--- src/common/rv_cfg.svh ---
`ifndef RV_CFG_SVH
`define RV_CFG_SVH

// integer register width, also the pc width
`define RV_XLEN 64

// architectural integer registers, x0 reads as zero
`define RV_NREGS 32

// system bus data width
`define RV_BUS_W 64

// bus tag width, one tag per fetch transaction
`define RV_TAG_W 13

`endif

--- src/common/rv_pkg.sv ---
`default_nettype none

`include "rv_cfg.svh"

package rv_pkg;

  typedef logic [`RV_XLEN-1:0] xword_t;
  typedef logic [$clog2(`RV_NREGS)-1:0] reg_idx_t;

  // major opcodes handled by the core
  localparam logic [6:0] OPC_OP     = 7'b0110011;
  localparam logic [6:0] OPC_OP_IMM = 7'b0010011;
  localparam logic [6:0] OPC_LUI    = 7'b0110111;

  // funct3 codes, shared by OP and OP-IMM
  localparam logic [2:0] F3_ADD_SUB = 3'b000;
  localparam logic [2:0] F3_SLL     = 3'b001;
  localparam logic [2:0] F3_SLT     = 3'b010;
  localparam logic [2:0] F3_XOR     = 3'b100;
  localparam logic [2:0] F3_SRL     = 3'b101;
  localparam logic [2:0] F3_OR      = 3'b110;
  localparam logic [2:0] F3_AND     = 3'b111;

  // funct7 codes for register-register ops
  localparam logic [6:0] F7_BASE = 7'b0000000;
  localparam logic [6:0] F7_SUB  = 7'b0100000;

  typedef struct packed {
    logic [6:0] funct7;
    reg_idx_t   rs2;
    reg_idx_t   rs1;
    logic [2:0] funct3;
    reg_idx_t   rd;
    logic [6:0] opcode;
  } r_fmt_t;

  typedef struct packed {
    logic [11:0] imm12;
    reg_idx_t    rs1;
    logic [2:0]  funct3;
    reg_idx_t    rd;
    logic [6:0]  opcode;
  } i_fmt_t;

  typedef struct packed {
    logic [19:0] imm20;
    reg_idx_t    rd;
    logic [6:0]  opcode;
  } u_fmt_t;

  // one fetched word, read through whichever format the opcode calls for
  typedef union packed {
    r_fmt_t r;
    i_fmt_t i;
    u_fmt_t u;
  } instr_t;

  typedef enum logic [3:0] {
    ALU_ADD,
    ALU_SUB,
    ALU_AND,
    ALU_OR,
    ALU_XOR,
    ALU_SLL,
    ALU_SRL,
    ALU_SLT,
    ALU_PASS_B
  } alu_op_e;

endpackage

`default_nettype wire

--- src/common/exec_if.sv ---
`default_nettype none

// one decoded instruction travelling from decode to execute
interface exec_if
  import rv_pkg::*;
();

  logic     valid;
  xword_t   pc;
  reg_idx_t rd;
  alu_op_e  alu_op;
  // operand b already holds the immediate for I and U formats
  xword_t   opnd_a;
  xword_t   opnd_b;

  modport src (
    output valid,
    output pc,
    output rd,
    output alu_op,
    output opnd_a,
    output opnd_b
  );

  modport dst (
    input valid,
    input pc,
    input rd,
    input alu_op,
    input opnd_a,
    input opnd_b
  );

endinterface

`default_nettype wire

--- src/hw/execute_stage.sv ---
`default_nettype none

`include "rv_cfg.svh"

module execute_stage
  import rv_pkg::*;
(
  input  logic     clk,
  input  logic     reset,
  exec_if.dst      exq,
  output logic     ex_valid,
  output reg_idx_t ex_rd,
  output xword_t   ex_result,
  output logic     wb_en,
  output reg_idx_t wb_rd,
  output xword_t   wb_data
);

  logic [$clog2(`RV_XLEN)-1:0] shamt;
  logic                        lt;

  assign shamt = exq.opnd_b[$clog2(`RV_XLEN)-1:0];
  assign lt    = $signed(exq.opnd_a) < $signed(exq.opnd_b);

  always_comb begin
    case (exq.alu_op)
      ALU_ADD:    ex_result = exq.opnd_a + exq.opnd_b;
      ALU_SUB:    ex_result = exq.opnd_a - exq.opnd_b;
      ALU_AND:    ex_result = exq.opnd_a & exq.opnd_b;
      ALU_OR:     ex_result = exq.opnd_a | exq.opnd_b;
      ALU_XOR:    ex_result = exq.opnd_a ^ exq.opnd_b;
      ALU_SLL:    ex_result = exq.opnd_a << shamt;
      ALU_SRL:    ex_result = exq.opnd_a >> shamt;
      ALU_SLT:    ex_result = {{(`RV_XLEN-1){1'b0}}, lt};
      ALU_PASS_B: ex_result = exq.opnd_b;
      default:    ex_result = '0;
    endcase
  end

  // the live result doubles as the first bypass source for decode
  assign ex_valid = exq.valid;
  assign ex_rd    = exq.rd;

  // writeback register, also the retire trace
  always_ff @(posedge clk) begin
    if (reset) begin
      wb_en <= 1'b0;
    end else begin
      wb_en <= exq.valid;
    end
  end

  always_ff @(posedge clk) begin
    if (exq.valid) begin
      wb_rd   <= exq.rd;
      wb_data <= ex_result;
    end
  end

endmodule

`default_nettype wire

--- src/flat_wrapper.sv ---
// flat-port wrapper written by rule: the top's interface ports become plain ports
module execute_stage_flat import rv_pkg::*;
  (clk, reset, ex_valid, ex_rd, ex_result, wb_en, wb_rd, wb_data, exq_valid, exq_pc, exq_rd, exq_alu_op, exq_opnd_a, exq_opnd_b);
  exec_if exq_i ();
  input  logic clk;
  input  logic reset;
  output logic ex_valid;
  output reg_idx_t ex_rd;
  output xword_t ex_result;
  output logic wb_en;
  output reg_idx_t wb_rd;
  output xword_t wb_data;
  input wire logic [$bits(exq_i.valid)-1:0] exq_valid;
  input wire logic [$bits(exq_i.pc)-1:0] exq_pc;
  input wire logic [$bits(exq_i.rd)-1:0] exq_rd;
  input wire logic [$bits(exq_i.alu_op)-1:0] exq_alu_op;
  input wire logic [$bits(exq_i.opnd_a)-1:0] exq_opnd_a;
  input wire logic [$bits(exq_i.opnd_b)-1:0] exq_opnd_b;
  assign exq_i.valid = exq_valid;
  assign exq_i.pc = exq_pc;
  assign exq_i.rd = exq_rd;
  assign exq_i.alu_op = exq_alu_op;
  assign exq_i.opnd_a = exq_opnd_a;
  assign exq_i.opnd_b = exq_opnd_b;
  execute_stage u_core (.clk(clk), .reset(reset), .exq(exq_i), .ex_valid(ex_valid), .ex_rd(ex_rd), .ex_result(ex_result), .wb_en(wb_en), .wb_rd(wb_rd), .wb_data(wb_data));
endmodule
--- config.mk ---
export PLATFORM = sky130hd
export DESIGN_NAME = execute_stage_flat
export DESIGN_NICKNAME = d
export VERILOG_FILES = /design/src/common/rv_pkg.sv /design/src/common/exec_if.sv /design/src/hw/execute_stage.sv /design/src/flat_wrapper.sv
export VERILOG_INCLUDE_DIRS = /design/src /design/src/common
export SDC_FILE = /design/constraint.sdc
export NUM_CORES = 1
export LEC_CHECK = 0
export ABC_AREA = 1
export BUFFER_PORTS_ARGS = -buffer_cell sky130_fd_sc_hd__buf_2
export CORE_MARGIN = 2
export CORE_UTILIZATION = 35
export CTS_CLUSTER_SIZE = 30
export DETAILED_ROUTE_END_ITERATION = 6
export HOLD_SLACK_MARGIN = 0.05
export PLACE_DENSITY = 0.56
export SYNTH_ARGS = -nofsm -noshare
export SYNTH_HDL_FRONTEND = slang
export SYNTH_SLANG_ARGS = --single-unit
--- constraint.sdc ---
create_clock -name clk -period 7.39 [get_ports clk]
set_input_delay 1.478 -clock clk [delete_from_list [all_inputs] [get_ports clk]]
set_output_delay 1.478 -clock clk [all_outputs]
set_load 0.005 [all_outputs]
**Yosys cells after proc, flatten, opt, wreduce, memory -nomap -nowiden**

Cells that the tools add are included.

- Flip-flop bits (word level): 70
- Input bits: 204
- Output and inout port bits: 140

- Add/subtract/negate cells: 2
- Order comparisons: 1
- Equal/unequal tests: 8
- Shift operators: 2
- Mux-type cells: 1
- Bitwise operators: 3
- Reductions and logical operators: 1

Operator list:

| kind | count |
|---|---|
| one-hot mux 64 bit (9 select lines) | 1 |
| adder 64 bit | 1 |
| AND 64 bit | 1 |
| less-than comparator 64 bit | 1 |
| bitwise OR 64 bit | 1 |
| left shift 64 x 6 -> 64 bit | 1 |
| >> shifter 64 x 6 -> 64 bit | 1 |
| subtractor 64 bit | 1 |
| bitwise XOR 64 bit | 1 |
| == test 4 x 3 -> 1 bit, second input constant | 4 |
| == test 4 x 2 -> 1 bit, second input constant | 2 |
| == test 4 x 1 -> 1 bit, second input constant | 1 |
| == test 4 bit, second input constant | 1 |
| zero test 4 bit | 1 |

**Longest topological paths before layout**

- Word-level depth: 2
- Depth in mapped cells: 21
- Depth with buffers taken out: 18

**Worst setup path after synthesis**

Ideal clock, no wire load.

- Path kind: input-to-output
- Start: input exq_opnd_b[3]
- End: output ex_result[17]
- Data arrival time: 3,687 ps
- Required time: 5,912 ps
- Slack: 2,225 ps
- Cell stages on the path: 18
- Path buffers: 5
- Path through: buf_2 > inv_1 > buf_2 > buf_2 > buf_2 > ha_1 > buf_2 > nor2_1 > nand3_1 > nand3b_1 > nand2_1 > nand2_1 > nand2_1 > nand2_1 > xor2_1 > nor2_1 > nor2_1 > nand2_1

- Word-level cells in the longest chain between the ends: 2
- Elaborated cells between the ends (all ways): 5
- Those cells by class: add/sub (2); shift (2); mux (1)

Ends and longest elaborated chain:

| what | line | RTL |
|---|---|---|
| start, declared | flat_wrapper.sv:18 | `input wire logic [$bits(exq_i.opnd_b)-1:0] exq_opnd_b;` |
| subtractor 64 bit (tied with other cells) | execute_stage.sv:28 | `ALU_SUB: ex_result = exq.opnd_a - exq.opnd_b;` |
| one-hot mux 64 bit (9 select lines) (*) | execute_stage.sv:26 | `case (exq.alu_op)` |
| end, declared | flat_wrapper.sv:9 | `output xword_t ex_result;` |

Every way passes the cells marked *; elsewhere a longest branch is shown, timed or not.

**Worst setup path in the final report**

- Start: input exq_opnd_b[0]
- End: output ex_result[16]

The elaborated chain is that of the path after synthesis.

==> summary.md <==
| Metric | Value |
|---|---|
| Buf/Inv on CP | 2 |
| Setup crit end kind | output port |
| Most used flip-flop cell after synthesis | edfxtp_1 |
| DR vias | 33900 |
| Netlist cell types | between 40 and 50 |
| Kind of critical path | in2out |
| Synthesized net count | 5293 |
| Worst EP required | 5910 ps |
| GRT overflow | 0 |
| Syn_area_per_cell | 5.07 um2 |
| CP peak stage delay | 560 ps |
| Total GRT Usage | 39.3% |
| Pleak | 15.0 nW |
| VDD IR-drop max | 0.0000869 V |
| Final count of negative-setup-slack endpoints | 0 |
| M1 WL | 61600 um |
| Vias in the first global route | 30800 |
| Synth Cell Area | between 20000 and 25000 um2 |
| Metal2 WL | 65200 um |
| Chip Width | 270 um |
| CTS tree | done |
| Total CTS buffers | 9 |
| Core ar. | 70100 um2 |
| WL final | approximately 150000 um |
| Synth Register Bits | 70 |
| Clock root buffer | clkbuf_16 |
| Average wire per standard cell | 25.2 um |
| RSZ-0062 raised after global routing | no |
| Clock Path Buffers | 2 |
| WP data arrival | around 4800 ps |
| Layout area overhead | 8.48% |
| Clock sinks | 70 |
| Failing checks | design-rule violations |
| Pre-antenna DRT Iters | 7 |
| Post-Synthesis Cells | roughly 4900 |
| Fmax | 159 MHz |
| Initial antenna violation count | 8 |
| Max Slew Vio Count | 0 |
| Max FO, Critical Path | 13 |
| Port buffer count | 279 |
| Worst Tran Pin Value | 1010 ps |
| Ports | approximately 340 |
| Post-synth EDFFs | 69 |
| DRC violations left | 2 |
| Post-cts repair resize count | 0 |
| Hpwl dp | 126000 um |
| Fin crit period | 6310 ps |
| Cts-stage hold buffer count | 0 |
| Met3 WL post-DR | between 15000 and 20000 um |
| First-pass GRT wire length | 209000 um |
| Worst path depth | 13 |
| Asr flop ratio synth | 0% |
| Vert. Die Dim | 270 um |
| DRT iter0 DRCs | 4331 |
| # Post-CTS Setup Buffers | 0 |
| Antenna viol nets, final | 0 |
| Critical Path Source | exq_opnd_b[0] |
| Nets@finish | about 5400 |
| GP Congestion | 1.08 |
| Status | complete, but fails checks |
| Top delay family on crit path | simple AND/OR/NAND/NOR gates |
| Row count | 97 |
| Synth warn | 0 |
| Final Hold Vio Count | 0 |
| Crit-path cells | buf_2 > ha_1 > fa_1 > nand3_1 > nand3_1 > a21oi_1 > o21ai_0 > nand2_1 > nand2_1 > o21ai_0 > nor3_1 > nand2_1 > buf_2 |
| DIE AREA | around 73000 um2 |
| CP endpoint | ex_result[16] |
| Layout cells sized above 1 | 7.42% |
| Max-cap violations | 0 |
| Initial Util | 35.4% |
| Slowest stage cell, crit path | nor3_1 |
| Hold_ws | roughly 1200 ps |
| Most used cell, CP | nand2_1 |
| Routed vias/inst | about 5.7 |
| Fin Setup TNS | 0 ps |
| Slew headroom | approximately a third |
| Clock Pin Slew Worst Setup and Hold Paths | ~70 ps |
| Final period utilization | 85.3% |
| Min-delay worst type | in2reg |
| Sequential share of the synthesized area | 8.43% |
| Top layer in use | met5 |
| Setup crit start kind | input pin |
| H-Tree Depth | 3 |
| Pin count of the biggest net entering global routing | 130 |
| HP Start | reset |
| Power Density | 111 nW/um2 |
final cells by class:
cell class | instances | area (um2)
repair buffers | 321 | 1800
fillers | 8524 | 43200
diodes | 2 | 5.00
clock inverters | 7 | 76.3
flip-flops and latches | 70 | 2090
inverters | 751 | 2830
multi-input cells | 3829 | 18700
clock buffers | 9 | 225
well taps | 940 | 1180
power breakdown:
group | leakage [nW] | internal [mW] | switching [mW]
logic | 14.2 | 0.537 | 1.47
registers | 0.673 | 0.490 | 0.00845
clock network | 0.149 | 0.241 | 0.251
total | 15.0 | 1.27 | 1.73
metal layers:
metal  track usage, %  vias up
li1                 -    15900
met1             52.7    15900
met2             62.1     1893
met3             6.11      271
met4             17.1        6
met5                0        -
placed cells by master, fill, tap and decap left out, types with 3 or more instances in the layout:
master,netlist,final
a31oi_1,8,8
o21ai_0,150,150
nor4_1,3,3
and2_1,30,30
nor2_1,385,384
o22ai_1,51,51
edfxtp_1,69,69
inv_8,0,3
nand2_1,1636,1635
buf_2,126,274
nand2_2,10,11
buf_12,0,6
o21a_1,15,15
nand4_1,59,59
o21ai_1,21,21
inv_1,744,741
o211ai_1,29,29
nor3_1,45,45
a211oi_1,3,3
o21bai_1,15,15
ha_1,193,193
a21oi_2,3,3
o221ai_1,6,6
xor2_1,8,8
inv_4,1,5
o2111ai_1,6,6
nand3_1,876,876
nor2_2,4,4
or2_1,3,3
clkbuf_16,0,9
nand3b_1,10,10
buf_4,14,41
a221oi_1,23,23
inv_2,5,4
a21oi_1,227,227
synth_stat cells (51+ instances only):
library cell / count / share of area [%]
clkbuf_1: 65 / 0.98
o21ai_0: 150 / 3.0
nor2_1: 385 / 5.8
edfxtp_1: 69 / 8.3
ha_1: 193 / 9.7
nand4_1: 59 / 1.5
nand2_1: 1636 / 25
o22ai_1: 51 / 1.3
nand3_1: 876 / 18
a21oi_1: 227 / 4.6
inv_1: 744 / 11
buf_2: 126 / 2.5
how the worst min path moves through the flow:
stage,end,slack [ps],depth (start not counted)
2_1_floorplan,u_core.wb_en,1550,1
3_3_place_gp,u_core.wb_en,1640,2
3_5_place_dp,u_core.wb_en,1640,2
4_1_cts,u_core.wb_en,1210,2
5_1_grt,u_core.wb_en,1230,2
6_report,u_core.wb_en,1230,2
logic make-up (layout without fill, tap and decap cells):
kind of cell	after synthesis	after routing	synth area share [%]
adder cells (fa/ha/maj)	195	195	9.89
buffers and inverters	995	1088	16.2
XOR/XNOR	8	8	0.282
other	0	2	0
multiplexers	1	1	0.0403
AND/OR/NAND/NOR	3064	3064	52.3
flip-flops	70	70	8.43
AO/OA/AOI/OAI	561	561	12.9
sequential cells by signal, summed over array words and instances (netlist names):
| register | flops |
|---|---|
| u_core.wb_en | 1 |
| u_core.wb_rd | 5 |
| u_core.wb_data | 64 |
metrics by stage:
stage	util, %	power, mW	area (um2)	worst slack [ps]	instances
after floorplan	-	1.67	24800	2230	4894
after global placement	38.0	2.43	26600	1320	5911
after detailed placement	38.0	2.44	26600	1310	5911
after CTS	38.4	2.93	26900	1300	5927
after global routing	38.4	3.17	26900	1130	5928
final	38.4	3.00	26900	1080	5929
Note: power is estimated with default switching activity, not from simulation.
