==> config.mk <==
export PLATFORM = sky130hd
export DESIGN_NAME = decode_stage_flat
export DESIGN_NICKNAME = d
export VERILOG_FILES = /design/src/common/rv_pkg.sv /design/src/common/exec_if.sv /design/src/hw/decode_stage.sv /design/src/flat_wrapper.sv
export VERILOG_INCLUDE_DIRS = /design/src /design/src/common
export SDC_FILE = /design/constraint.sdc
export NUM_CORES = 2
export LEC_CHECK = 0
export BUFFER_PORTS_ARGS = -buffer_cell sky130_fd_sc_hd__buf_2
export CORE_MARGIN = 4
export CORE_UTILIZATION = 45
export DETAILED_ROUTE_END_ITERATION = 16
export SLEW_MARGIN = 5
export SYNTH_ARGS = -nofsm -noshare
export SYNTH_HDL_FRONTEND = slang
export SYNTH_SLANG_ARGS = --single-unit
==> constraint.sdc <==
create_clock -name clk -period 5.5 [get_ports clk]
set_input_delay 1.65 -clock clk [delete_from_list [all_inputs] [get_ports clk]]
set_output_delay 1.65 -clock clk [all_outputs]
set_load 0.02 [all_outputs]
==> src/common/rv_cfg.svh <==
`ifndef RV_CFG_SVH
`define RV_CFG_SVH

// integer register width, also the pc width
`define RV_XLEN 64

// architectural integer registers, x0 reads as zero
`define RV_NREGS 32

// system bus data width
`define RV_BUS_W 64

// bus tag width, one tag per fetch transaction
`define RV_TAG_W 13

`endif

==> src/common/rv_pkg.sv <==
`default_nettype none

`include "rv_cfg.svh"

package rv_pkg;

  typedef logic [`RV_XLEN-1:0] xword_t;
  typedef logic [$clog2(`RV_NREGS)-1:0] reg_idx_t;

  // major opcodes handled by the core
  localparam logic [6:0] OPC_OP     = 7'b0110011;
  localparam logic [6:0] OPC_OP_IMM = 7'b0010011;
  localparam logic [6:0] OPC_LUI    = 7'b0110111;

  // funct3 codes, shared by OP and OP-IMM
  localparam logic [2:0] F3_ADD_SUB = 3'b000;
  localparam logic [2:0] F3_SLL     = 3'b001;
  localparam logic [2:0] F3_SLT     = 3'b010;
  localparam logic [2:0] F3_XOR     = 3'b100;
  localparam logic [2:0] F3_SRL     = 3'b101;
  localparam logic [2:0] F3_OR      = 3'b110;
  localparam logic [2:0] F3_AND     = 3'b111;

  // funct7 codes for register-register ops
  localparam logic [6:0] F7_BASE = 7'b0000000;
  localparam logic [6:0] F7_SUB  = 7'b0100000;

  typedef struct packed {
    logic [6:0] funct7;
    reg_idx_t   rs2;
    reg_idx_t   rs1;
    logic [2:0] funct3;
    reg_idx_t   rd;
    logic [6:0] opcode;
  } r_fmt_t;

  typedef struct packed {
    logic [11:0] imm12;
    reg_idx_t    rs1;
    logic [2:0]  funct3;
    reg_idx_t    rd;
    logic [6:0]  opcode;
  } i_fmt_t;

  typedef struct packed {
    logic [19:0] imm20;
    reg_idx_t    rd;
    logic [6:0]  opcode;
  } u_fmt_t;

  // one fetched word, read through whichever format the opcode calls for
  typedef union packed {
    r_fmt_t r;
    i_fmt_t i;
    u_fmt_t u;
  } instr_t;

  typedef enum logic [3:0] {
    ALU_ADD,
    ALU_SUB,
    ALU_AND,
    ALU_OR,
    ALU_XOR,
    ALU_SLL,
    ALU_SRL,
    ALU_SLT,
    ALU_PASS_B
  } alu_op_e;

endpackage

`default_nettype wire

==> src/common/exec_if.sv <==
`default_nettype none

// one decoded instruction travelling from decode to execute
interface exec_if
  import rv_pkg::*;
();

  logic     valid;
  xword_t   pc;
  reg_idx_t rd;
  alu_op_e  alu_op;
  // operand b already holds the immediate for I and U formats
  xword_t   opnd_a;
  xword_t   opnd_b;

  modport src (
    output valid,
    output pc,
    output rd,
    output alu_op,
    output opnd_a,
    output opnd_b
  );

  modport dst (
    input valid,
    input pc,
    input rd,
    input alu_op,
    input opnd_a,
    input opnd_b
  );

endinterface

`default_nettype wire

==> src/hw/decode_stage.sv <==
`default_nettype none

`include "rv_cfg.svh"

module decode_stage
  import rv_pkg::*;
(
  input  logic     clk,
  input  logic     reset,
  input  xword_t   stackptr,
  input  logic     f_valid,
  input  xword_t   f_pc,
  input  instr_t   f_instr,
  input  logic     ex_valid,
  input  reg_idx_t ex_rd,
  input  xword_t   ex_result,
  input  logic     wb_en,
  input  reg_idx_t wb_rd,
  input  xword_t   wb_data,
  exec_if.src      exq
);

  xword_t  regs [`RV_NREGS];
  logic    dec_ok;
  alu_op_e dec_op;
  logic    use_imm;
  xword_t  imm_val;
  xword_t  rs1_val;
  xword_t  rs2_val;

  // youngest producer wins: execute result, then the writeback port, then the file
  function automatic xword_t read_opnd(input reg_idx_t idx);
    xword_t val;
    if (idx == '0) begin
      val = '0;
    end else if (ex_valid && (ex_rd == idx)) begin
      val = ex_result;
    end else if (wb_en && (wb_rd == idx)) begin
      val = wb_data;
    end else begin
      val = regs[idx];
    end
    return val;
  endfunction

  always_comb begin
    rs1_val = read_opnd(f_instr.r.rs1);
    rs2_val = read_opnd(f_instr.r.rs2);
  end

  always_comb begin
    dec_ok  = 1'b1;
    dec_op  = ALU_ADD;
    use_imm = 1'b0;
    imm_val = {{(`RV_XLEN-12){f_instr.i.imm12[11]}}, f_instr.i.imm12};
    case (f_instr.r.opcode)
      OPC_OP: begin
        case (f_instr.r.funct3)
          F3_ADD_SUB: dec_op = (f_instr.r.funct7 == F7_SUB) ? ALU_SUB : ALU_ADD;
          F3_SLL:     dec_op = ALU_SLL;
          F3_SLT:     dec_op = ALU_SLT;
          F3_XOR:     dec_op = ALU_XOR;
          F3_SRL:     dec_op = ALU_SRL;
          F3_OR:      dec_op = ALU_OR;
          F3_AND:     dec_op = ALU_AND;
          default:    dec_ok = 1'b0;
        endcase
        // funct7 is zero except for SUB; SRA and friends are not supported
        if ((f_instr.r.funct7 != F7_BASE) &&
            !((f_instr.r.funct7 == F7_SUB) && (f_instr.r.funct3 == F3_ADD_SUB))) begin
          dec_ok = 1'b0;
        end
      end
      OPC_OP_IMM: begin
        use_imm = 1'b1;
        case (f_instr.i.funct3)
          F3_ADD_SUB: dec_op = ALU_ADD;
          F3_SLT:     dec_op = ALU_SLT;
          F3_XOR:     dec_op = ALU_XOR;
          F3_OR:      dec_op = ALU_OR;
          F3_AND:     dec_op = ALU_AND;
          default:    dec_ok = 1'b0;
        endcase
      end
      OPC_LUI: begin
        use_imm = 1'b1;
        dec_op  = ALU_PASS_B;
        imm_val = {{(`RV_XLEN-32){f_instr.u.imm20[19]}}, f_instr.u.imm20, 12'b0};
      end
      default: begin
        dec_ok = 1'b0;
      end
    endcase
  end

  always_ff @(posedge clk) begin
    if (reset) begin
      exq.valid <= 1'b0;
    end else begin
      exq.valid <= f_valid && dec_ok;
    end
  end

  always_ff @(posedge clk) begin
    if (f_valid) begin
      exq.pc     <= f_pc;
      exq.rd     <= f_instr.r.rd;
      exq.alu_op <= dec_op;
      exq.opnd_a <= rs1_val;
      exq.opnd_b <= use_imm ? imm_val : rs2_val;
    end
  end

  // register file, x2 starts out as the stack pointer
  always_ff @(posedge clk) begin
    if (reset) begin
      for (int i = 0; i < `RV_NREGS; i++) begin
        regs[i] <= '0;
      end
      regs[2] <= stackptr;
    end else if (wb_en && (wb_rd != '0)) begin
      regs[wb_rd] <= wb_data;
    end
  end

endmodule

`default_nettype wire

==> src/flat_wrapper.sv <==
// flat-port wrapper written by rule: the top's interface ports become plain ports
module decode_stage_flat import rv_pkg::*;
  (clk, reset, stackptr, f_valid, f_pc, f_instr, ex_valid, ex_rd, ex_result, wb_en, wb_rd, wb_data, exq_valid, exq_pc, exq_rd, exq_alu_op, exq_opnd_a, exq_opnd_b);
  exec_if exq_i ();
  input  logic clk;
  input  logic reset;
  input  xword_t stackptr;
  input  logic f_valid;
  input  xword_t f_pc;
  input  instr_t f_instr;
  input  logic ex_valid;
  input  reg_idx_t ex_rd;
  input  xword_t ex_result;
  input  logic wb_en;
  input  reg_idx_t wb_rd;
  input  xword_t wb_data;
  output wire logic [$bits(exq_i.valid)-1:0] exq_valid;
  output wire logic [$bits(exq_i.pc)-1:0] exq_pc;
  output wire logic [$bits(exq_i.rd)-1:0] exq_rd;
  output wire logic [$bits(exq_i.alu_op)-1:0] exq_alu_op;
  output wire logic [$bits(exq_i.opnd_a)-1:0] exq_opnd_a;
  output wire logic [$bits(exq_i.opnd_b)-1:0] exq_opnd_b;
  assign exq_valid = exq_i.valid;
  assign exq_pc = exq_i.pc;
  assign exq_rd = exq_i.rd;
  assign exq_alu_op = exq_i.alu_op;
  assign exq_opnd_a = exq_i.opnd_a;
  assign exq_opnd_b = exq_i.opnd_b;
  decode_stage u_core (.clk(clk), .reset(reset), .stackptr(stackptr), .f_valid(f_valid), .f_pc(f_pc), .f_instr(f_instr), .ex_valid(ex_valid), .ex_rd(ex_rd), .ex_result(ex_result), .wb_en(wb_en), .wb_rd(wb_rd), .wb_data(wb_data), .exq(exq_i));
endmodule
### Yosys cells after proc, flatten, opt, wreduce, memory -nomap -nowiden

Memories as Yosys holds them, arrays and structs flattened.
Cells that the tools add are included.
Widths: inputs -> output; s select.

* bits in writable memories: 2048
* logic and storage cells: 65
* output and inout port bits: 202
* memories: 1
* flip-flop bits (word level): 202

* eq/ne operators: 14
* muxes and demuxes: 25
* reductions and logical operators: 18
* bitwise gates (word level): 1

Memory list
* u_core.regs: depth 32, width 64, rd ports 2, clocked after Yosys merged registers in 0, write ports 32, line decode_stage.sv:23 `` xword_t regs [`RV_NREGS]; ``

Operator list (number)
* $mux 64: 8
* $reduce_or 64->1: 1
* $mux 31: 1
* $pmux 4 s7: 1
* $eq 7x6->1 const B: 3
* $eq 5x5->1: 4
* $eq 3x3->1 const B: 4
* $pmux 3 s4: 1
* $pmux 4 s3: 1
* $mux 1: 11
* $logic_not 5->1: 2
* $logic_and 1x1->1: 8
* $eq 7x5->1 const B: 1
* $reduce_bool 7->1: 1
* $reduce_or 7->1: 1
* $mux 5: 1
* $reduce_bool 5->1: 1
* $reduce_or 5->1: 1
* $eq 3x1->1 const B: 1
* $eq 3x2->1 const B: 1
* $logic_not 3->1: 1
* $pmux 1 s3: 1
* $reduce_or 2->1: 1
* $logic_not 1->1: 1
* $or 1x1->1: 1

### Depth between registers and ports, before layout

* depth in word-level cells: 7
* mapped depth: 12
* depth with buffers taken out: 6

### Worst setup path after synthesis

Ideal clock, no wire load.

* path type: input to register
* from: input wb_rd[2]
* to: memory u_core.regs[2][0] (netlist bit), enable pin
* arrival: 4.556 ns
* setup slack: 0.511 ns
* library setup time: 0.433 ns
* path buffers: 4
* required time: 5.067 ns
* stages on the path: 7
* cells stage by stage: clkbuf_1 > or3_1 > clkbuf_1 > or2_1 > clkbuf_1 > clkbuf_1 > nand2b_1

RTL lines
* start, declared: line flat_wrapper.sv:15 `input reg_idx_t wb_rd;`
* end, declared: line decode_stage.sv:23

### Worst setup path in the final report

* from: input f_instr[22] (netlist bit)
* to: register u_core.exq.opnd_b[40] (data pin)

* word-level cells in the longest chain between the ends: 6

RTL lines
* start, declared: line flat_wrapper.sv:10 `input instr_t f_instr;`
* parallel branches: the longest is 4 deep, another holds $mem_v2 32x64
* $mux 64 (*): line decode_stage.sv:34 `if (idx == '0) begin`
* $mux 64 (*): line decode_stage.sv:110 `exq.opnd_b <= use_imm ? imm_val : rs2_val;`
* end signal, assigned: line decode_stage.sv:110
* end, declared: line exec_if.sv:22 `output opnd_b`

Every way passes the cells marked *.
A chain may end at the register's enable or synchronous reset.

==> metrics.txt <==
status completed; hold crit path type in2reg; H-tree depth 5; commonest non-fill, non-tap cell in the layout edfxtp_1; sequential cell area 0.06755 sq mm; Top FF cell, synth edfxtp_1; Max-Cap Viols 0; Max FO, Critical Path 42; period utilization between 80% and 90%; most frequent cells in the layout edfxtp_1 (2249), and2_1 (1903), mux2i_1 (962), mux4_2 (554), a22oi_1 (510); initial antenna violation count 82; clock root cell clkbuf_16; Rel. slew slack 2.254%; via/cell ratio around 7; RD Place Congestion around 0.91; P_leak ~0.048 uW; latest clock arrival within the worst-skew pair roughly 0.96 ns; PortBufs approximately 500; clk sinks around 2300; cts repair resizes 0; Core ar. between 0.2 and 0.3 sq mm; DR iter-0 viols between 15000 and 20000; detailed-route via count 86771; critical path's slowest cell or3b_4; share of post-route cells with drive strength above 1 21.90%; Setup crit start kind input pin; area taken by multi-input logic gates ~0.047 sq mm; CP Data Required Time approximately 6 ns; WL/cell between 40 and 50 um; total wire length slightly above 500000 um; Switching Power approximately 11000 uW; fmax 0.2267 GHz; Tot Pwr around 44000 uW; register area share after synthesis 57.52%; vias in the first global route 83442; clock share of power between 40% and 50%; DR DRC count 0; Seq pwr share a little under half; largest net degree at the start of global routing 94; switching part of the total a little over a quarter; total CTS buffers 276; critical path class in2reg; number of enable flip-flop cells after synthesis 2249; Die H roughly 520 um; DR pass1 iterations 6; post-CTS setup buffers 0; RSZ-0062 raised after global routing false; PD cells around 330 mW/mm^2; row cnt about 190; Max Root-Sink Buffers 4; I/O Pins between 500 and 600; CP cell instances buf_8, or3b_4, buf_4, o22ai_1, a2111oi_0, a211oi_1, a211oi_1, o21ai_1; die area roughly 0.27 sq mm; Final Hold Fails 0; asr flop ratio synth 0%; fin. max-slew vios 0; die width ~520 um; initial core utilization approximately 45%; post-route ant nets 0; Area growth, synth to finish 13.83%; DPL Wire Length between 200000 and 300000 um; Int Power 32170 uW; All-Layer GR Usage about 37%; crit-path max cell delay 0.93 ns; CTS tree built; VDD IR-drop max 0.0003920 V; Synth Register Bits 2250; fin nets slightly below 9000; Comb power frac between 10 and 15%; # fillers about 22000; cell mode on critical path a211oi_1; CP arrival between 5 and 6 ns; total gr overflow 0; post-cts hold buffer count 0; sum of negative setup slack 0 ns; Distinct cells, synth 58; Setup-failing EPs final 0; Reg2Reg Setup Slack around 2.1 ns; Tmin final between 4 and 5 ns; YS warnings 0; skew final 0.05804 ns; Avg Inst Size Synth 14.14 sq um; synthesized instance count a little over 8000; Tightest Pin Transition roughly 1.5 ns; Critical Path End Type register; first-pass GRT wire length just under 700000 um; Clock transition at path regs approximately 0.06 ns; synthesized area 0.1174 sq mm
[flip-flops by register name, indices dropped and copies added, names as in the netlist]
signal	flops
u_core.regs	2048
u_core.exq.opnd_a	64
u_core.exq.opnd_b	64
u_core.exq.pc	64
u_core.exq.rd	5
u_core.exq.alu_op	4
u_core.exq.valid	1
[critical path: cells and delay by family]
| kind | cells | cell delay, ns |
|---|---|---|
| AOI/OAI and AO/OA | 5 | 1.61 |
| buffers and inverters | 2 | 0.84 |
| and+or+nand+nor | 1 | 0.93 |
[cell usage after synthesis, drive strengths merged, types with 69 or more instances]
cell type	count	share of area, %
nand3	165	0.70
buf	252	1.2
mux2i	962	8.2
a22oi	510	3.3
a211oi	118	0.75
edfxtp	2249	58
mux2	69	0.66
and2	1906	10
a21oi	81	0.35
clkbuf	637	2.0
o21ai	133	0.57
mux4	554	11
[through the flow]
stage / area (sq um) / hold slack [ns] / std cells / setup WS [ns] / util [%]
final: 133700 / 0.8712 / 12250 / 1.089 / 51.48
after global routing: 133600 / 0.8527 / 12210 / 1.211 / 51.44
after CTS: 133600 / 0.8376 / 12201 / 1.239 / 51.43
after detailed placement: 125200 / 0.9809 / 11736 / 0.2471 / 48.20
after global placement: 125200 / 0.9778 / 11736 / 0.1791 / 48.20
after floorplan: 117700 / 0.8133 / 8370 / 0.5115 / -
[final timing paths]
| check | cells past startpoint | end | start |
|---|---|---|---|
| worst min-delay path | 1 | u_core.exq.pc[12] | f_pc[12] |
| worst min register to register | 4 | u_core.exq.opnd_a[51] | u_core.regs[24][51] |
| worst max register to register | 5 | u_core.exq.opnd_a[7] | u_core.regs[2][7] |
| worst max-delay path | 8 | u_core.exq.opnd_b[40] | f_instr[22] |
[power by group through the flow]
stage               sequential [uW]  combinational (uW)  clock, uW
finish                        20600                5440      17600
global route                  20600                5530      18300
CTS                           20500                5270      17600
detailed placement            20900                5250          0
global placement              20800                5220          0
floorplan                     20800                2800          0
[kinds of logic after synthesis]
kind of cell / Yosys count / synth area share, %
compound gates: 1209 / 7.409
xor+xnor: 21 / 0.1566
buf+inv: 895 / 3.290
flops: 2250 / 57.52
mux: 1585 / 19.48
other cells: 1 / 0.003193
simple gates: 2346 / 12.13
[routing by layer]
metal	part of all wire [%]	GRT usage, %
met5	0.049	0
met4	7.0	22.02
met3	15	11.23
met2	43	54.11
met1	36	48.60
[final cells by class]
class | count | share of cell area, %
Inverter | 6 | 0.01872
Multi-Input combinational cell | 5225 | 34.99
Tap cell | 3402 | 3.184
Clock buffer | 354 | 5.560
Antenna cell | 49 | 0.09172
Sequential cell | 2250 | 50.53
Timing Repair Buffer | 853 | 4.912
Clock inverter | 111 | 0.7085
Power figures use the tool's default switching activity.
