File: src/common/rv_cfg.svh
`ifndef RV_CFG_SVH
`define RV_CFG_SVH

// integer register width, also the pc width
`define RV_XLEN 64

// architectural integer registers, x0 reads as zero
`define RV_NREGS 32

// system bus data width
`define RV_BUS_W 64

// bus tag width, one tag per fetch transaction
`define RV_TAG_W 13

`endif

File: src/common/rv_pkg.sv
`default_nettype none

`include "rv_cfg.svh"

package rv_pkg;

  typedef logic [`RV_XLEN-1:0] xword_t;
  typedef logic [$clog2(`RV_NREGS)-1:0] reg_idx_t;

  // major opcodes handled by the core
  localparam logic [6:0] OPC_OP     = 7'b0110011;
  localparam logic [6:0] OPC_OP_IMM = 7'b0010011;
  localparam logic [6:0] OPC_LUI    = 7'b0110111;

  // funct3 codes, shared by OP and OP-IMM
  localparam logic [2:0] F3_ADD_SUB = 3'b000;
  localparam logic [2:0] F3_SLL     = 3'b001;
  localparam logic [2:0] F3_SLT     = 3'b010;
  localparam logic [2:0] F3_XOR     = 3'b100;
  localparam logic [2:0] F3_SRL     = 3'b101;
  localparam logic [2:0] F3_OR      = 3'b110;
  localparam logic [2:0] F3_AND     = 3'b111;

  // funct7 codes for register-register ops
  localparam logic [6:0] F7_BASE = 7'b0000000;
  localparam logic [6:0] F7_SUB  = 7'b0100000;

  typedef struct packed {
    logic [6:0] funct7;
    reg_idx_t   rs2;
    reg_idx_t   rs1;
    logic [2:0] funct3;
    reg_idx_t   rd;
    logic [6:0] opcode;
  } r_fmt_t;

  typedef struct packed {
    logic [11:0] imm12;
    reg_idx_t    rs1;
    logic [2:0]  funct3;
    reg_idx_t    rd;
    logic [6:0]  opcode;
  } i_fmt_t;

  typedef struct packed {
    logic [19:0] imm20;
    reg_idx_t    rd;
    logic [6:0]  opcode;
  } u_fmt_t;

  // one fetched word, read through whichever format the opcode calls for
  typedef union packed {
    r_fmt_t r;
    i_fmt_t i;
    u_fmt_t u;
  } instr_t;

  typedef enum logic [3:0] {
    ALU_ADD,
    ALU_SUB,
    ALU_AND,
    ALU_OR,
    ALU_XOR,
    ALU_SLL,
    ALU_SRL,
    ALU_SLT,
    ALU_PASS_B
  } alu_op_e;

endpackage

`default_nettype wire

File: src/hw/fetch_unit.sv
`default_nettype none

`include "rv_cfg.svh"

module fetch_unit
  import rv_pkg::*;
(
  input  logic                 clk,
  input  logic                 reset,
  input  xword_t               entry,
  output logic                 bus_reqcyc,
  output logic [`RV_BUS_W-1:0] bus_req,
  output logic [`RV_TAG_W-1:0] bus_reqtag,
  input  logic                 bus_reqack,
  input  logic                 bus_respcyc,
  input  logic [`RV_BUS_W-1:0] bus_resp,
  input  logic [`RV_TAG_W-1:0] bus_resptag,
  output logic                 bus_respack,
  output logic                 f_valid,
  output xword_t               f_pc,
  output instr_t               f_instr
);

  typedef enum logic [1:0] {
    S_REQ,
    S_WAIT,
    S_NEXT
  } fetch_state_e;

  fetch_state_e         state;
  xword_t               pc;
  logic [`RV_TAG_W-1:0] tag;
  logic                 resp_hit;

  // only a response carrying the outstanding tag is ours, stale ones fall through
  assign resp_hit = (state == S_WAIT) && bus_respcyc && (bus_resptag == tag);

  // pc and tag only move on acceptance, so the request stays stable until acked
  assign bus_reqcyc = (state == S_REQ);
  assign bus_req    = pc;
  assign bus_reqtag = tag;

  always_ff @(posedge clk) begin
    if (reset) begin
      state       <= S_NEXT;
      pc          <= entry;
      tag         <= '0;
      bus_respack <= 1'b0;
      f_valid     <= 1'b0;
    end else begin
      bus_respack <= resp_hit;
      f_valid     <= resp_hit;
      case (state)
        S_NEXT: begin
          state <= S_REQ;
        end
        S_REQ: begin
          if (bus_reqack) begin
            state <= S_WAIT;
          end
        end
        S_WAIT: begin
          if (resp_hit) begin
            // straight-line code, the next word is always pc+4
            state <= S_NEXT;
            pc    <= pc + xword_t'(4);
            tag   <= tag + `RV_TAG_W'(1);
          end
        end
        default: begin
          state <= S_NEXT;
        end
      endcase
    end
  end

  // instruction payload for decode
  always_ff @(posedge clk) begin
    if (resp_hit) begin
      f_pc    <= pc;
      f_instr <= bus_resp[$bits(instr_t)-1:0];
    end
  end

endmodule

`default_nettype wire

File: config.mk
export PLATFORM = sky130hd
export DESIGN_NAME = fetch_unit
export DESIGN_NICKNAME = d
export VERILOG_FILES = /design/src/common/rv_pkg.sv /design/src/hw/fetch_unit.sv
export VERILOG_INCLUDE_DIRS = /design/src /design/src/common
export SDC_FILE = /design/constraint.sdc
export NUM_CORES = 1
export LEC_CHECK = 0
export BUFFER_PORTS_ARGS = -buffer_cell sky130_fd_sc_hd__buf_2
export CAP_MARGIN = 30
export CORE_MARGIN = 2
export CORE_UTILIZATION = 30
export DETAILED_ROUTE_END_ITERATION = 10
export PLACE_DENSITY_LB_ADDON = 0.05
export SYNTH_ARGS = -nofsm -noshare
export SYNTH_HDL_FRONTEND = slang
export SYNTH_SLANG_ARGS = --single-unit
File: constraint.sdc
create_clock -name clk -period 5.3 [get_ports clk]
set_input_delay 0.53 -clock clk [delete_from_list [all_inputs] [get_ports clk]]
set_output_delay 0.53 -clock clk [all_outputs]
set_load 0.01 [all_outputs]
# Yosys cells after proc, flatten, opt, wreduce, memory -nomap -nowiden

Index checks and enable logic that the tools add are counted.

$add $sub $neg: 2
Reduce and logical (&&, ||, !) cells: 8
Muxes and demuxes: 6
Equal/unequal tests: 5

Operator list:

| kind                  | count |
|---|---|
| $mux 64               | 3 |
| $add 64x3->64 const B | 1 |
| $add 13x1->13 const B | 1 |
| $eq 13x13->1          | 1 |
| $pmux 2 s3            | 1 |
| $reduce_and 2->1      | 3 |
| $mux 2                | 2 |
| $reduce_bool 2->1     | 2 |
| $eq 2x1->1 const B    | 1 |
| $eq 2x2->1 const B    | 1 |
| $logic_and 1x1->1     | 2 |
| $logic_not 2->1       | 1 |
| $ne 2x1->1 const B    | 1 |
| $ne 2x2->1 const B    | 1 |

Bits in registers: 176
Input port bits: 145
Logic and storage cells: 27

# Longest topological paths before layout

Gate-level depths: netlist of run 1.

Word-level depth: 6
Mapped depth: 7
Gate-level depth less buffers: 6

# Least setup slack after synthesis of run 1

Ideal clock, no wire load.

Path type: input to register
Start point: in bus_resptag[8]
End point: reg f_instr[0] (netlist bit), enable pin
Setup time: 450 ps
Required time: 4850 ps
Stages: 6
Slack: 1382 ps
Arrival time: 3469 ps
Cells stage by stage: xor2_1 > nor4_1 > nand4_1 > clkbuf_1 > buf_2 > inv_1

Word-level cells in the longest chain between the ends: 2

Ends and longest elaborated chain:

| what                 | line             | RTL |
|---|---|---|
| from (decl)          | fetch_unit.sv:17 | `` input logic [`RV_TAG_W-1:0] bus_resptag, `` |
| $eq 13x13->1         | fetch_unit.sv:36 | `assign resp_hit = (state == S_WAIT) && bus_respcyc && (bus_resptag == tag);` |
| $logic_and 1x1->1    | fetch_unit.sv:36 |  |
| via resp_hit         | fetch_unit.sv:33 | `logic resp_hit;` |
| to (signal assigned) | fetch_unit.sv:81 | `f_instr <= bus_resp[$bits(instr_t)-1:0];` |
| to (decl)            | fetch_unit.sv:21 | `output instr_t f_instr` |

The timed path passes the listed nets, and every way through them passes these cells.
A chain may end at the register's enable or synchronous reset.

# Worst setup path after layout of run 1

Start point: reg pc[15], in the netlist bus_req[15]
End point: reg pc[59], in the netlist bus_req[59], data pin

Word-level cells in the longest chain between the ends: 4

Ends and longest elaborated chain:

| what                   | line             | RTL |
|---|---|---|
| from (decl)            | fetch_unit.sv:31 | `xword_t pc;` |
| from (signal assigned) | fetch_unit.sv:46 | `pc <= entry;` |
| from (signal assigned) | fetch_unit.sv:66 | `pc <= pc + xword_t'(4);` |
| $add 64x3->64          | fetch_unit.sv:66 |  |
| $mux 64                | fetch_unit.sv:63 | `if (resp_hit) begin` |
| $mux 64                | fetch_unit.sv:53 | `case (state)` |
| $mux 64                | fetch_unit.sv:44 | `if (reset) begin` |

No other way between the ends. The select of a mux whose other input is x is not followed.

==> results.json, run 1 <==
{
  "numCtsBuffers": 17,
  "die_width_um": 166,
  "grt_util_all_layers_pct": 15.9,
  "outcome": "completed",
  "nFillCells": 2567,
  "dp_hpwl_um": 15900,
  "design.die.area_um2": 27400,
  "max-clock-path-buffers": 2,
  "max_slew.worst_pin.slew_ns": 0.954,
  "max_cap_viol_count": 0,
  "grt_max_degree": 68,
  "fp.dieH_um": 166,
  "slew-limit-headroom_pct": 36.4,
  "finalWirelength_um": 22400,
  "grt_pass1_wl_um": 33300,
  "vias_in_the_first_global_route": 5926,
  "cell_rows": 59,
  "starting_density_of_the_core_pct": 30.3,
  "cp_slowest_stage_delay_ns": 0.71,
  "path_clk_slew_ns": 0.08,
  "cts.sink_count": 176,
  "fin_crit_sh_pct": 53.0,
  "post_cts_buffers": 0,
  "layout_cell_share_with_drive_strength_beyond_1_pct": 37.0,
  "timing.critical_path.cells": "and3_1 -> nand4_2 -> or4_4 -> o311ai_0 -> o211ai_1",
  "endpoint_kind": "flip-flop",
  "critPathSlowestCell": "sky130_fd_sc_hd__or4_4",
  "yosys-top-cells-area": "sky130_fd_sc_hd__edfxtp_1 61%, sky130_fd_sc_hd__xor2_1 4.4%, sky130_fd_sc_hd__dfxtp_1 4.1%",
  "grt_setup_unrepaired": "false",
  "synth-warning-count": 0,
  "layout.cells.most_common_list": "288 x sky130_fd_sc_hd__buf_2, 160 x sky130_fd_sc_hd__edfxtp_1, 76 x sky130_fd_sc_hd__nand2_1",
  "placement.cell_area_um2": 9640,
  "drt-pass1-iter-count": 4,
  "tritoncts_clock_tree": "done",
  "yosysSeqAreaShare_pct": 65.4,
  "syn_to_final_growth_pct": 30.5,
  "async_reset_ff_share_pct": 0,
  "fmax_mhz": 356,
  "viasPerCell": 4.92,
  "htree_num_levels": 4,
  "timing.hold.ws_ns": 0.274,
  "finalSetupViolCount": 0,
  "syn-cell-area_um2": 7830,
  "synth_cell_type_count": 49,
  "ctsRootBufferMaster": "sky130_fd_sc_hd__clkbuf_16",
  "timing.final.crit_period_ns": 2.81,
  "p_leak_uw": 0.00400,
  "layout.cells.most_common": "sky130_fd_sc_hd__buf_2",
  "dr_total_vias": 6225,
  "ios": 321,
  "synth.net_count": 773,
  "total_power_divided_by_cell_area_nw_per_um2": 303,
  "critPathLaunchType": "flip-flop",
  "clk_latency_ns": 0.43,
  "worst-endpoint-arrival_ns": 2.96,
  "yosys_most_used_dff": "sky130_fd_sc_hd__edfxtp_1",
  "dp_worst_setup_slack_ns": 2.49,
  "ant_nets": 0,
  "yosysTopAreaCell": "sky130_fd_sc_hd__edfxtp_1",
  "critPathMaxFanout": 13,
  "grt_antenna_before_repair": 1,
  "final.setup.tns_ns": 0,
  "gp_routability_congestion": 0.781,
  "design.final.nets": 1062,
  "cts_hold_buffers": 0,
  "syn_avg_cell_area_um2": 12.5,
  "timing.critical_path.required_ns": 5.45,
  "criticalPathCategory": "reg -> reg",
  "grt_overflow": 0,
  "seq_cells_post_synth": 176,
  "clock_skew_ns": 0.0131,
  "worst_ir_drop_vdd_v": 0.000146,
  "worst_hold_path_type": "in -> reg",
  "cts_resized": 0,
  "wl_per_cell_um": 17.7,
  "drtIter0Drc": 313,
  "number_of_synthesized_flops_with_an_enable_pin": 160,
  "report.final.hold_viol_count": 0,
  "finalInstanceArea_um2": 10200,
  "drc": 0,
  "synthesis.instances": 626,
  "report.final.slew_viol_count": 0,
  "yosys.area.top_type_share_pct": 61.4,
  "buffer_ports.inserted": 288,
  "setup_ws_ns": 2.49,
  "core-area_um2": 25800
}
==> final timing paths <==
| kind | slack [ns] | cells after the start | endpoint | start |
|---|---|---|---|---|
| worst max register to register | 2.49 | 5 | bus_req[59]$_DFFE_PP_ | bus_req[15]$_DFFE_PP_ |
| worst max-delay path | 2.49 | 5 | bus_req[59]$_DFFE_PP_ | bus_req[15]$_DFFE_PP_ |
| worst min register to register | 0.46 | 0 | f_pc[0]$_DFFE_PP_ | bus_req[0]$_DFFE_PP_ |
| worst min-delay path | 0.27 | 1 | f_instr[26]$_DFFE_PP_ | bus_resp[26] |
==> critical path: cells and delay by family, from the launching register on <==
| kind | cells | cell delay [ns] |
|---|---|---|
| and+or+nand+nor | 3 | 1.55 |
| AOI/OAI and AO/OA | 2 | 0.53 |
| DFF | 1 | 0.44 |
==> kinds of logic (layout without fill, tap and decap cells) <==
logic type | Yosys count | count (layout) | synth area share (%)
AO/OA/AOI/OAI | 97 | 97 | 7.61
XOR/XNOR | 53 | 53 | 5.93
adder cells (fa/ha/maj) | 2 | 2 | 0.319
buffers and inverters | 36 | 338 | 1.93
flip-flops | 176 | 176 | 65.4
multiplexers | 7 | 7 | 0.959
other | 0 | 1 | 0
AND/OR/NAND/NOR | 255 | 255 | 17.8
==> sequential cells by signal (all words and copies together) (netlist names) <==
register,flops
bus_req,64
bus_reqtag,13
f_instr,32
f_pc,64
f_valid,1
state,2
==> cells in the mapped netlist, types with 5 or more instances <==
master and instances:
sky130_fd_sc_hd__edfxtp_1 160, sky130_fd_sc_hd__nand2_1 77, sky130_fd_sc_hd__o21ai_0 47, sky130_fd_sc_hd__xor2_1 39, sky130_fd_sc_hd__nand3_1 35, sky130_fd_sc_hd__nand4_1 28, sky130_fd_sc_hd__nor2_1 24, sky130_fd_sc_hd__and3_1 19
sky130_fd_sc_hd__clkbuf_1 19, sky130_fd_sc_hd__nor4_1 17, sky130_fd_sc_hd__dfxtp_1 16, sky130_fd_sc_hd__xnor2_1 14, sky130_fd_sc_hd__a21oi_1 13, sky130_fd_sc_hd__inv_1 9, sky130_fd_sc_hd__nor3_1 9, sky130_fd_sc_hd__and4_1 8
sky130_fd_sc_hd__or3_1 8, sky130_fd_sc_hd__and2_1 6, sky130_fd_sc_hd__o211ai_1 6, sky130_fd_sc_hd__or4_1 6, sky130_fd_sc_hd__a211o_1 5, sky130_fd_sc_hd__a31oi_1 5, sky130_fd_sc_hd__o311ai_0 5
==> metal layers <==
layer,global-route usage [%],vias to the layer above,share of wire (%)
li1,-,2979,-
met1,21.1,3007,44
met2,25.9,225,47
met3,3.70,14,7.3
met4,4.62,0,1.3
met5,0,-,0
==> per-stage QoR <==
step	power (µW)	cells	utilization [%]
after floorplan	1760	626	-
after global placement	1880	1229	37.3
after detailed placement	1880	1230	37.3
after CTS	3140	1262	39.5
after global routing	3220	1263	39.5
final	3090	1264	39.6
==> report_power, final <==
part	total (µW)	switching [µW]	internal, µW
clock	1250	615	630
sequential	1630	63.2	1560
combinational	219	120	99.2
==> area by class of cell <==
type	instances	area, µm²	share of cell area [%]
Sequential cell	176	5120	50.1
Multi-Input combinational cell	414	2560	25.1
Timing Repair Buffer	296	1500	14.7
Clock buffer	18	429	4.20
Tap cell	335	419	4.10
Clock inverter	14	141	1.38
Inverter	10	40.0	0.392
Antenna cell	1	2.50	0.0245
(Power assumes the default switching activity.)
==> inputs of run 2 (changes only) <==
==> constraint.sdc (replaced) <==
create_clock -name clk -period 2.3 [get_ports clk]
set_input_delay 0.23 -clock clk [delete_from_list [all_inputs] [get_ports clk]]
set_output_delay 0.23 -clock clk [all_outputs]
set_load 0.01 [all_outputs]
==> run 2 against run 1 <==
Compared with the run above:
- routed wire length up 5.0%
- clock-buffer cell count unchanged
- hold slack worse by 0.19 ns
- maximum frequency rose by 27%
- sequential share of layout area decreased by 4.5 points
- setup slack lost 2.4 ns
- highest routed layer is now met5
- die area unchanged
- total power up 140%
- critical endpoint is now bus_req[55]$_DFFE_PP_
==> results.json, run 2 (synthesized netlist as in run 1, its figures left out) <==
{
  "outcome": "completed",
  "fp.dieH_um": 166,
  "fin_crit_sh_pct": 96.1,
  "power.share.switching_pct": 23.6,
  "ios": 321,
  "placement.cell_area_um2": 10300,
  "die_width_um": 166,
  "criticalPathCategory": "reg -> reg",
  "syn_to_final_growth_pct": 43.8,
  "critPathMaxFanout": 6,
  "drtIter0Drc": 348,
  "report.final.hold_viol_count": 0,
  "seq_power_share_pct": 49.2,
  "cellInternalPower_uw": 5690,
  "wl_per_cell_um": 17.2,
  "fmax_mhz": 452,
  "viasPerCell": 4.77,
  "grt_util_all_layers_pct": 16.7,
  "clock_skew_ns": 0.0128,
  "max_slew.worst_pin.slew_ns": 0.566,
  "timing.final.crit_period_ns": 2.21,
  "slew-limit-headroom_pct": 62.3,
  "grt_overflow": 0,
  "layout.cells.most_common_list": "287 x sky130_fd_sc_hd__buf_2, 160 x sky130_fd_sc_hd__edfxtp_1, 77 x sky130_fd_sc_hd__buf_4",
  "grt_pass1_wl_um": 34800,
  "regArea_um2": 5140,
  "critPathLaunchType": "flip-flop",
  "tritoncts_clock_tree": "done",
  "dp_worst_setup_slack_ns": -0.00337,
  "grt_max_degree": 126,
  "layout.cells.most_common": "sky130_fd_sc_hd__buf_2",
  "dp_hpwl_um": 17100,
  "grt_setup_unrepaired": "true",
  "switching_power_uw": 1760,
  "path_clk_slew_ns": 0.07,
  "ant_nets": 0,
  "drt-pass1-iter-count": 5,
  "timing.critical_path.required_ns": 2.45,
  "max-clock-path-buffers": 2,
  "endpoint_kind": "flip-flop",
  "worst-endpoint-arrival_ns": 2.36,
  "p_leak_uw": 0.00453,
  "nFillCells": 2480,
  "finalWirelength_um": 23500,
  "layout_cell_share_with_drive_strength_beyond_1_pct": 41.5,
  "setup_ws_ns": 0.0898,
  "htree_num_levels": 4,
  "dr_total_vias": 6536,
  "cts.sink_count": 176,
  "design.final.nets": 1168,
  "buffer_ports.inserted": 288,
  "core-area_um2": 25800,
  "finalSetupViolCount": 0,
  "clk_latency_ns": 0.42,
  "starting_density_of_the_core_pct": 30.3,
  "drc": 0,
  "finalInstanceArea_um2": 11300,
  "ctsRootBufferMaster": "sky130_fd_sc_hd__clkbuf_16",
  "total_power_divided_by_cell_area_nw_per_um2": 662,
  "pwr-share-clk_pct": 40.8,
  "post_cts_buffers": 0,
  "design.die.area_um2": 27400,
  "comb_power_share_pct": 10.0,
  "multi_input_comb_area_um2": 2600,
  "gp_routability_congestion": 0.787,
  "max_cap_viol_count": 0,
  "fin_total_pwr_uw": 7450,
  "grt_antenna_before_repair": 3,
  "cell_rows": 59,
  "report.final.slew_viol_count": 0,
  "worst_hold_path_type": "in -> reg",
  "worst_ir_drop_vdd_v": 0.000430,
  "vias_in_the_first_global_route": 6404,
  "numCtsBuffers": 17
}
==> run 2: cell types whose count changed in the layout (fill, tap and decap cells not counted), moves of 4 or more <==
| cell | change |
|---|---|
| sky130_fd_sc_hd__buf_4 | +70 |
| sky130_fd_sc_hd__dlygate4sd3_1 | +32 |
| sky130_fd_sc_hd__dfxtp_1 | -8 |
| sky130_fd_sc_hd__dfxtp_2 | +7 |
| sky130_fd_sc_hd__buf_12 | +6 |
| sky130_fd_sc_hd__clkinvlp_4 | +4 |
| sky130_fd_sc_hd__inv_8 | -4 |
==> run 2: worst paths after layout <==
kind	from	endpoint	slack (ns)	cells after the start
setup / recovery	bus_req[2]$_DFFE_PP_	bus_req[55]$_DFFE_PP_	0.09	5
hold / removal	entry[14]	bus_req[14]$_DFFE_PP_	0.09	3
setup reg to reg	bus_req[2]$_DFFE_PP_	bus_req[55]$_DFFE_PP_	0.09	5
hold reg to reg	bus_req[1]$_DFFE_PP_	f_pc[1]$_DFFE_PP_	0.45	0
==> run 2: power groups by stage <==
stage / registers [µW] / logic [µW] / clock network, µW
final: 3670 / 746 / 3040
after detailed placement: 3740 / 707 / 0
after global routing: 3680 / 824 / 3270
after global placement: 3730 / 696 / 0
after CTS: 3670 / 753 / 3150
after floorplan: 3810 / 229 / 0
==> run 2: final cells by class <==
type | instances | area share (%)
sequential | 176 | 45.6
multi-input combinational | 414 | 23.1
timing repair buffer | 402 | 21.8
clock buffer | 18 | 3.81
tap | 335 | 3.72
clock inverter | 14 | 1.58
inverter | 10 | 0.367
antenna | 1 | 0.0222
==> run 2: critical path, cell delays in order, from the launching register on <==
cell and delay [ns]:
sky130_fd_sc_hd__edfxtp_1 0.43, sky130_fd_sc_hd__and4_2 0.30, sky130_fd_sc_hd__nand4_2 0.14, sky130_fd_sc_hd__or4_4 0.58, sky130_fd_sc_hd__o311ai_0 0.34, sky130_fd_sc_hd__o211ai_1 0.15
==> run 2: per-stage QoR <==
| stage | hold slack [ns] | utilization [%] | setup TNS (ns) | std cells |
|---|---|---|---|---|
| 6_report | 0.0873 | 43.6 | 0 | 1370 |
| 5_1_grt | 0.0818 | 43.6 | -0.0542 | 1369 |
| 2_1_floorplan | 0.329 | - | -79.72 | 626 |
| 3_3_place_gp | 0.407 | 39.8 | 0 | 1305 |
| 4_1_cts | 0.0707 | 43.4 | 0 | 1369 |
| 3_5_place_dp | 0.408 | 39.8 | -0.00337 | 1305 |
==> run 2: metal layers <==
layer | up-vias | track usage (%) | routed length [µm]
li1 | 3193 | - | -
met2 | 228 | 28.4 | 11500
met3 | 16 | 4.15 | 1550
met5 | - | 0 | 27
met1 | 3095 | 21.3 | 10300
met4 | 4 | 4.04 | 211
==> run 2: repair_timing <==
item / CTS / global route
endpoints found under the hold margin: 32 / 0
gates resized for setup: 1 / 9
pin swaps: 0 / 1
hold buffers: 32 / 0
setup endpoints to repair: 2 / 7
==> inputs of run 3 (changes only) <==
--- a/config.mk
+++ b/config.mk
@@ -8,7 +8,7 @@
 export LEC_CHECK = 0
 export BUFFER_PORTS_ARGS = -buffer_cell sky130_fd_sc_hd__buf_2
 export CAP_MARGIN = 30
-export CORE_MARGIN = 2
+export CORE_MARGIN = 4
 export CORE_UTILIZATION = 30
 export DETAILED_ROUTE_END_ITERATION = 10
 export PLACE_DENSITY_LB_ADDON = 0.05
==> run 3 against run 2 <==
Compared with the run above:
- sequential power about the same
- setup slack improved by 0.0024 ns
- combinational power is essentially flat
- non-clock buffer count is the same
- cell count is 0.44% lower
- routed wire length increased by 0.31%
- clock-buffer cell count fell by 1
- hold slack lost 0.011 ns
- clock skew increased by 0.0054 ns
- critical path type unchanged
- largest cell class unchanged
- largest power group unchanged
- highest routed layer unchanged
==> results.json, run 3 (synthesized netlist as in run 1, its figures left out) <==
{
  "outcome": "completed",
  "grt_antenna_before_repair": 4,
  "syn_to_final_growth_pct": 43.0,
  "starting_density_of_the_core_pct": 30.8,
  "report.final.slew_viol_count": 0,
  "critPathLaunchType": "flip-flop",
  "max_cap_viol_count": 0,
  "max_slew.worst_pin.slew_ns": 0.620,
  "cell_rows": 58,
  "cts.sink_count": 176,
  "fin_crit_sh_pct": 96.0,
  "clk_latency_ns": 0.43,
  "placement.cell_area_um2": 10300,
  "cp_slowest_stage_delay_ns": 0.57,
  "dr_total_vias": 6567,
  "dp_worst_setup_slack_ns": 0.0237,
  "layout.cells.most_common_list": "287 x sky130_fd_sc_hd__buf_2, 160 x sky130_fd_sc_hd__edfxtp_1, 79 x sky130_fd_sc_hd__buf_4",
  "finalSetupViolCount": 0,
  "worst_hold_path_type": "in -> reg",
  "p_leak_uw": 0.00451,
  "cp-startpoint": "bus_req[3]$_DFFE_PP_",
  "total_power_divided_by_cell_area_nw_per_um2": 654,
  "endpoint_kind": "flip-flop",
  "timing.final.crit_period_ns": 2.21,
  "path_clk_slew_ns": 0.08,
  "vias_in_the_first_global_route": 6876,
  "drtIter0Drc": 297,
  "worstRegToRegCells": 5,
  "viasPerCell": 4.81,
  "critPathSlowestCell": "sky130_fd_sc_hd__or4_4",
  "layout.cells.most_common": "sky130_fd_sc_hd__buf_2",
  "setup_ws_ns": 0.0923,
  "tritoncts_clock_tree": "done",
  "finalInstanceArea_um2": 11200,
  "nFillCells": 2482,
  "buffer_ports.inserted": 288,
  "timing.critical_path.required_ns": 2.46,
  "rr_endpoint": "bus_req[59]$_DFFE_PP_",
  "ios": 321,
  "fp.dieH_um": 170,
  "fmax_mhz": 453,
  "clock_skew_ns": 0.0182,
  "worst_ir_drop_vdd_v": 0.000357,
  "worst_r2r_startpoint": "bus_req[3]$_DFFE_PP_",
  "design.die.area_um2": 28800,
  "worst-endpoint-arrival_ns": 2.37,
  "grt_overflow": 0,
  "grt_util_all_layers_pct": 16.0,
  "criticalPathCategory": "reg -> reg",
  "grt_max_degree": 70,
  "grt_setup_unrepaired": "false",
  "report.final.hold_viol_count": 0,
  "timing.critical_path.cells": "and4_1 -> nand4_2 -> or4_4 -> o311ai_0 -> o211ai_1",
  "numCtsBuffers": 17,
  "grt_pass1_wl_um": 36600,
  "drt-pass1-iter-count": 5,
  "critPathMaxFanout": 6,
  "max-clock-path-buffers": 2,
  "worst_setup_path_endpoint": "bus_req[59]$_DFFE_PP_",
  "slew-limit-headroom_pct": 58.7,
  "htree_num_levels": 4,
  "layout_cell_share_with_drive_strength_beyond_1_pct": 41.6,
  "die_width_um": 170,
  "gp_routability_congestion": 0.795,
  "design.final.nets": 1168,
  "ctsRootBufferMaster": "sky130_fd_sc_hd__clkbuf_16",
  "rrSetupSlack_ns": 0.09,
  "dp_hpwl_um": 17700,
  "ant_nets": 0,
  "wl_per_cell_um": 17.3,
  "finalWirelength_um": 23600,
  "drc": 0,
  "antenna_cells_inserted": 0,
  "core-area_um2": 25400
}
==> run 3: cell types whose count changed in the layout (fill, tap and decap cells not counted), moves of 2 or more <==
cell | before | now
sky130_fd_sc_hd__clkinv_4 | 1 | 4
sky130_fd_sc_hd__clkinvlp_4 | 4 | 1
sky130_fd_sc_hd__buf_12 | 6 | 4
sky130_fd_sc_hd__buf_4 | 77 | 79
sky130_fd_sc_hd__bufinv_16 | 3 | 1
sky130_fd_sc_hd__clkinv_8 | 0 | 2
sky130_fd_sc_hd__inv_6 | 3 | 5
==> run 3: how the worst min path moves through the flow <==
stage	start	endpoint	slack (ns)	depth (start not counted)
CTS	entry[15]	bus_req[15]$_DFFE_PP_	0.06	3
finish	entry[15]	bus_req[15]$_DFFE_PP_	0.08	3
global route	entry[58]	bus_req[58]$_DFFE_PP_	0.08	2
floorplan	bus_resp[0]	f_instr[0]$_DFFE_PP_	0.33	0
detailed placement	bus_resp[25]	f_instr[25]$_DFFE_PP_	0.41	1
global placement	bus_resp[24]	f_instr[24]$_DFFE_PP_	0.41	1
==> run 3: stage by stage <==
step	hold slack (ns)	power, µW	utilization [%]	setup TNS, ns	instances
global route	0.0776	7670	44.1	0	1364
detailed placement	0.409	4440	40.4	0	1299
finish	0.0760	7320	44.1	0	1364
CTS	0.0606	7440	44.0	0	1363
global placement	0.406	4430	40.4	0	1299
floorplan	0.329	4040	-	-79.72	626
==> run 3: where the power goes <==
part,leakage [µW],switching [µW],total (µW),internal [µW]
clock network,0.000290,1370,2920,1550
logic,0.00259,386,743,357
registers,0.00163,61.3,3660,3600
==> run 3: repair_timing <==
| action | 4_1_cts | 5_1_grt |
|---|---|---|
| endpoints found under the hold margin | 32 | 0 |
| hold buffers | 32 | 0 |
| endpoints found under the setup margin | 0 | 16 |
| gates resized for setup | 0 | 7 |
| setup buffers | 0 | 1 |
==> run 3: final cells by class <==
type                       instances  area, µm²  share of cell area, %
sequential                       176       5140                   45.9
multi-input combinational        414       2580                   23.1
timing repair buffer             402       2430                   21.7
clock buffer                      17        425                   3.80
tap                              330        413                   3.69
clock inverter                    15        168                   1.50
inverter                          10       41.3                  0.369
==> run 3: routing by layer <==
layer  global-route usage, %  part of all wire, %  up-vias
li1                        -                    -     3189
met1                    20.4                   44     3110
met2                    26.4                   47      232
met3                    4.57                  7.5       28
met4                    5.04                  1.5        8
met5                       0                 0.22        -
==> run 3: critical path, delay by kind of cell, from the launching register on <==
kind	cells	cell delay (ns)
simple gates	3	1.00
compound gates	2	0.51
flops	1	0.42
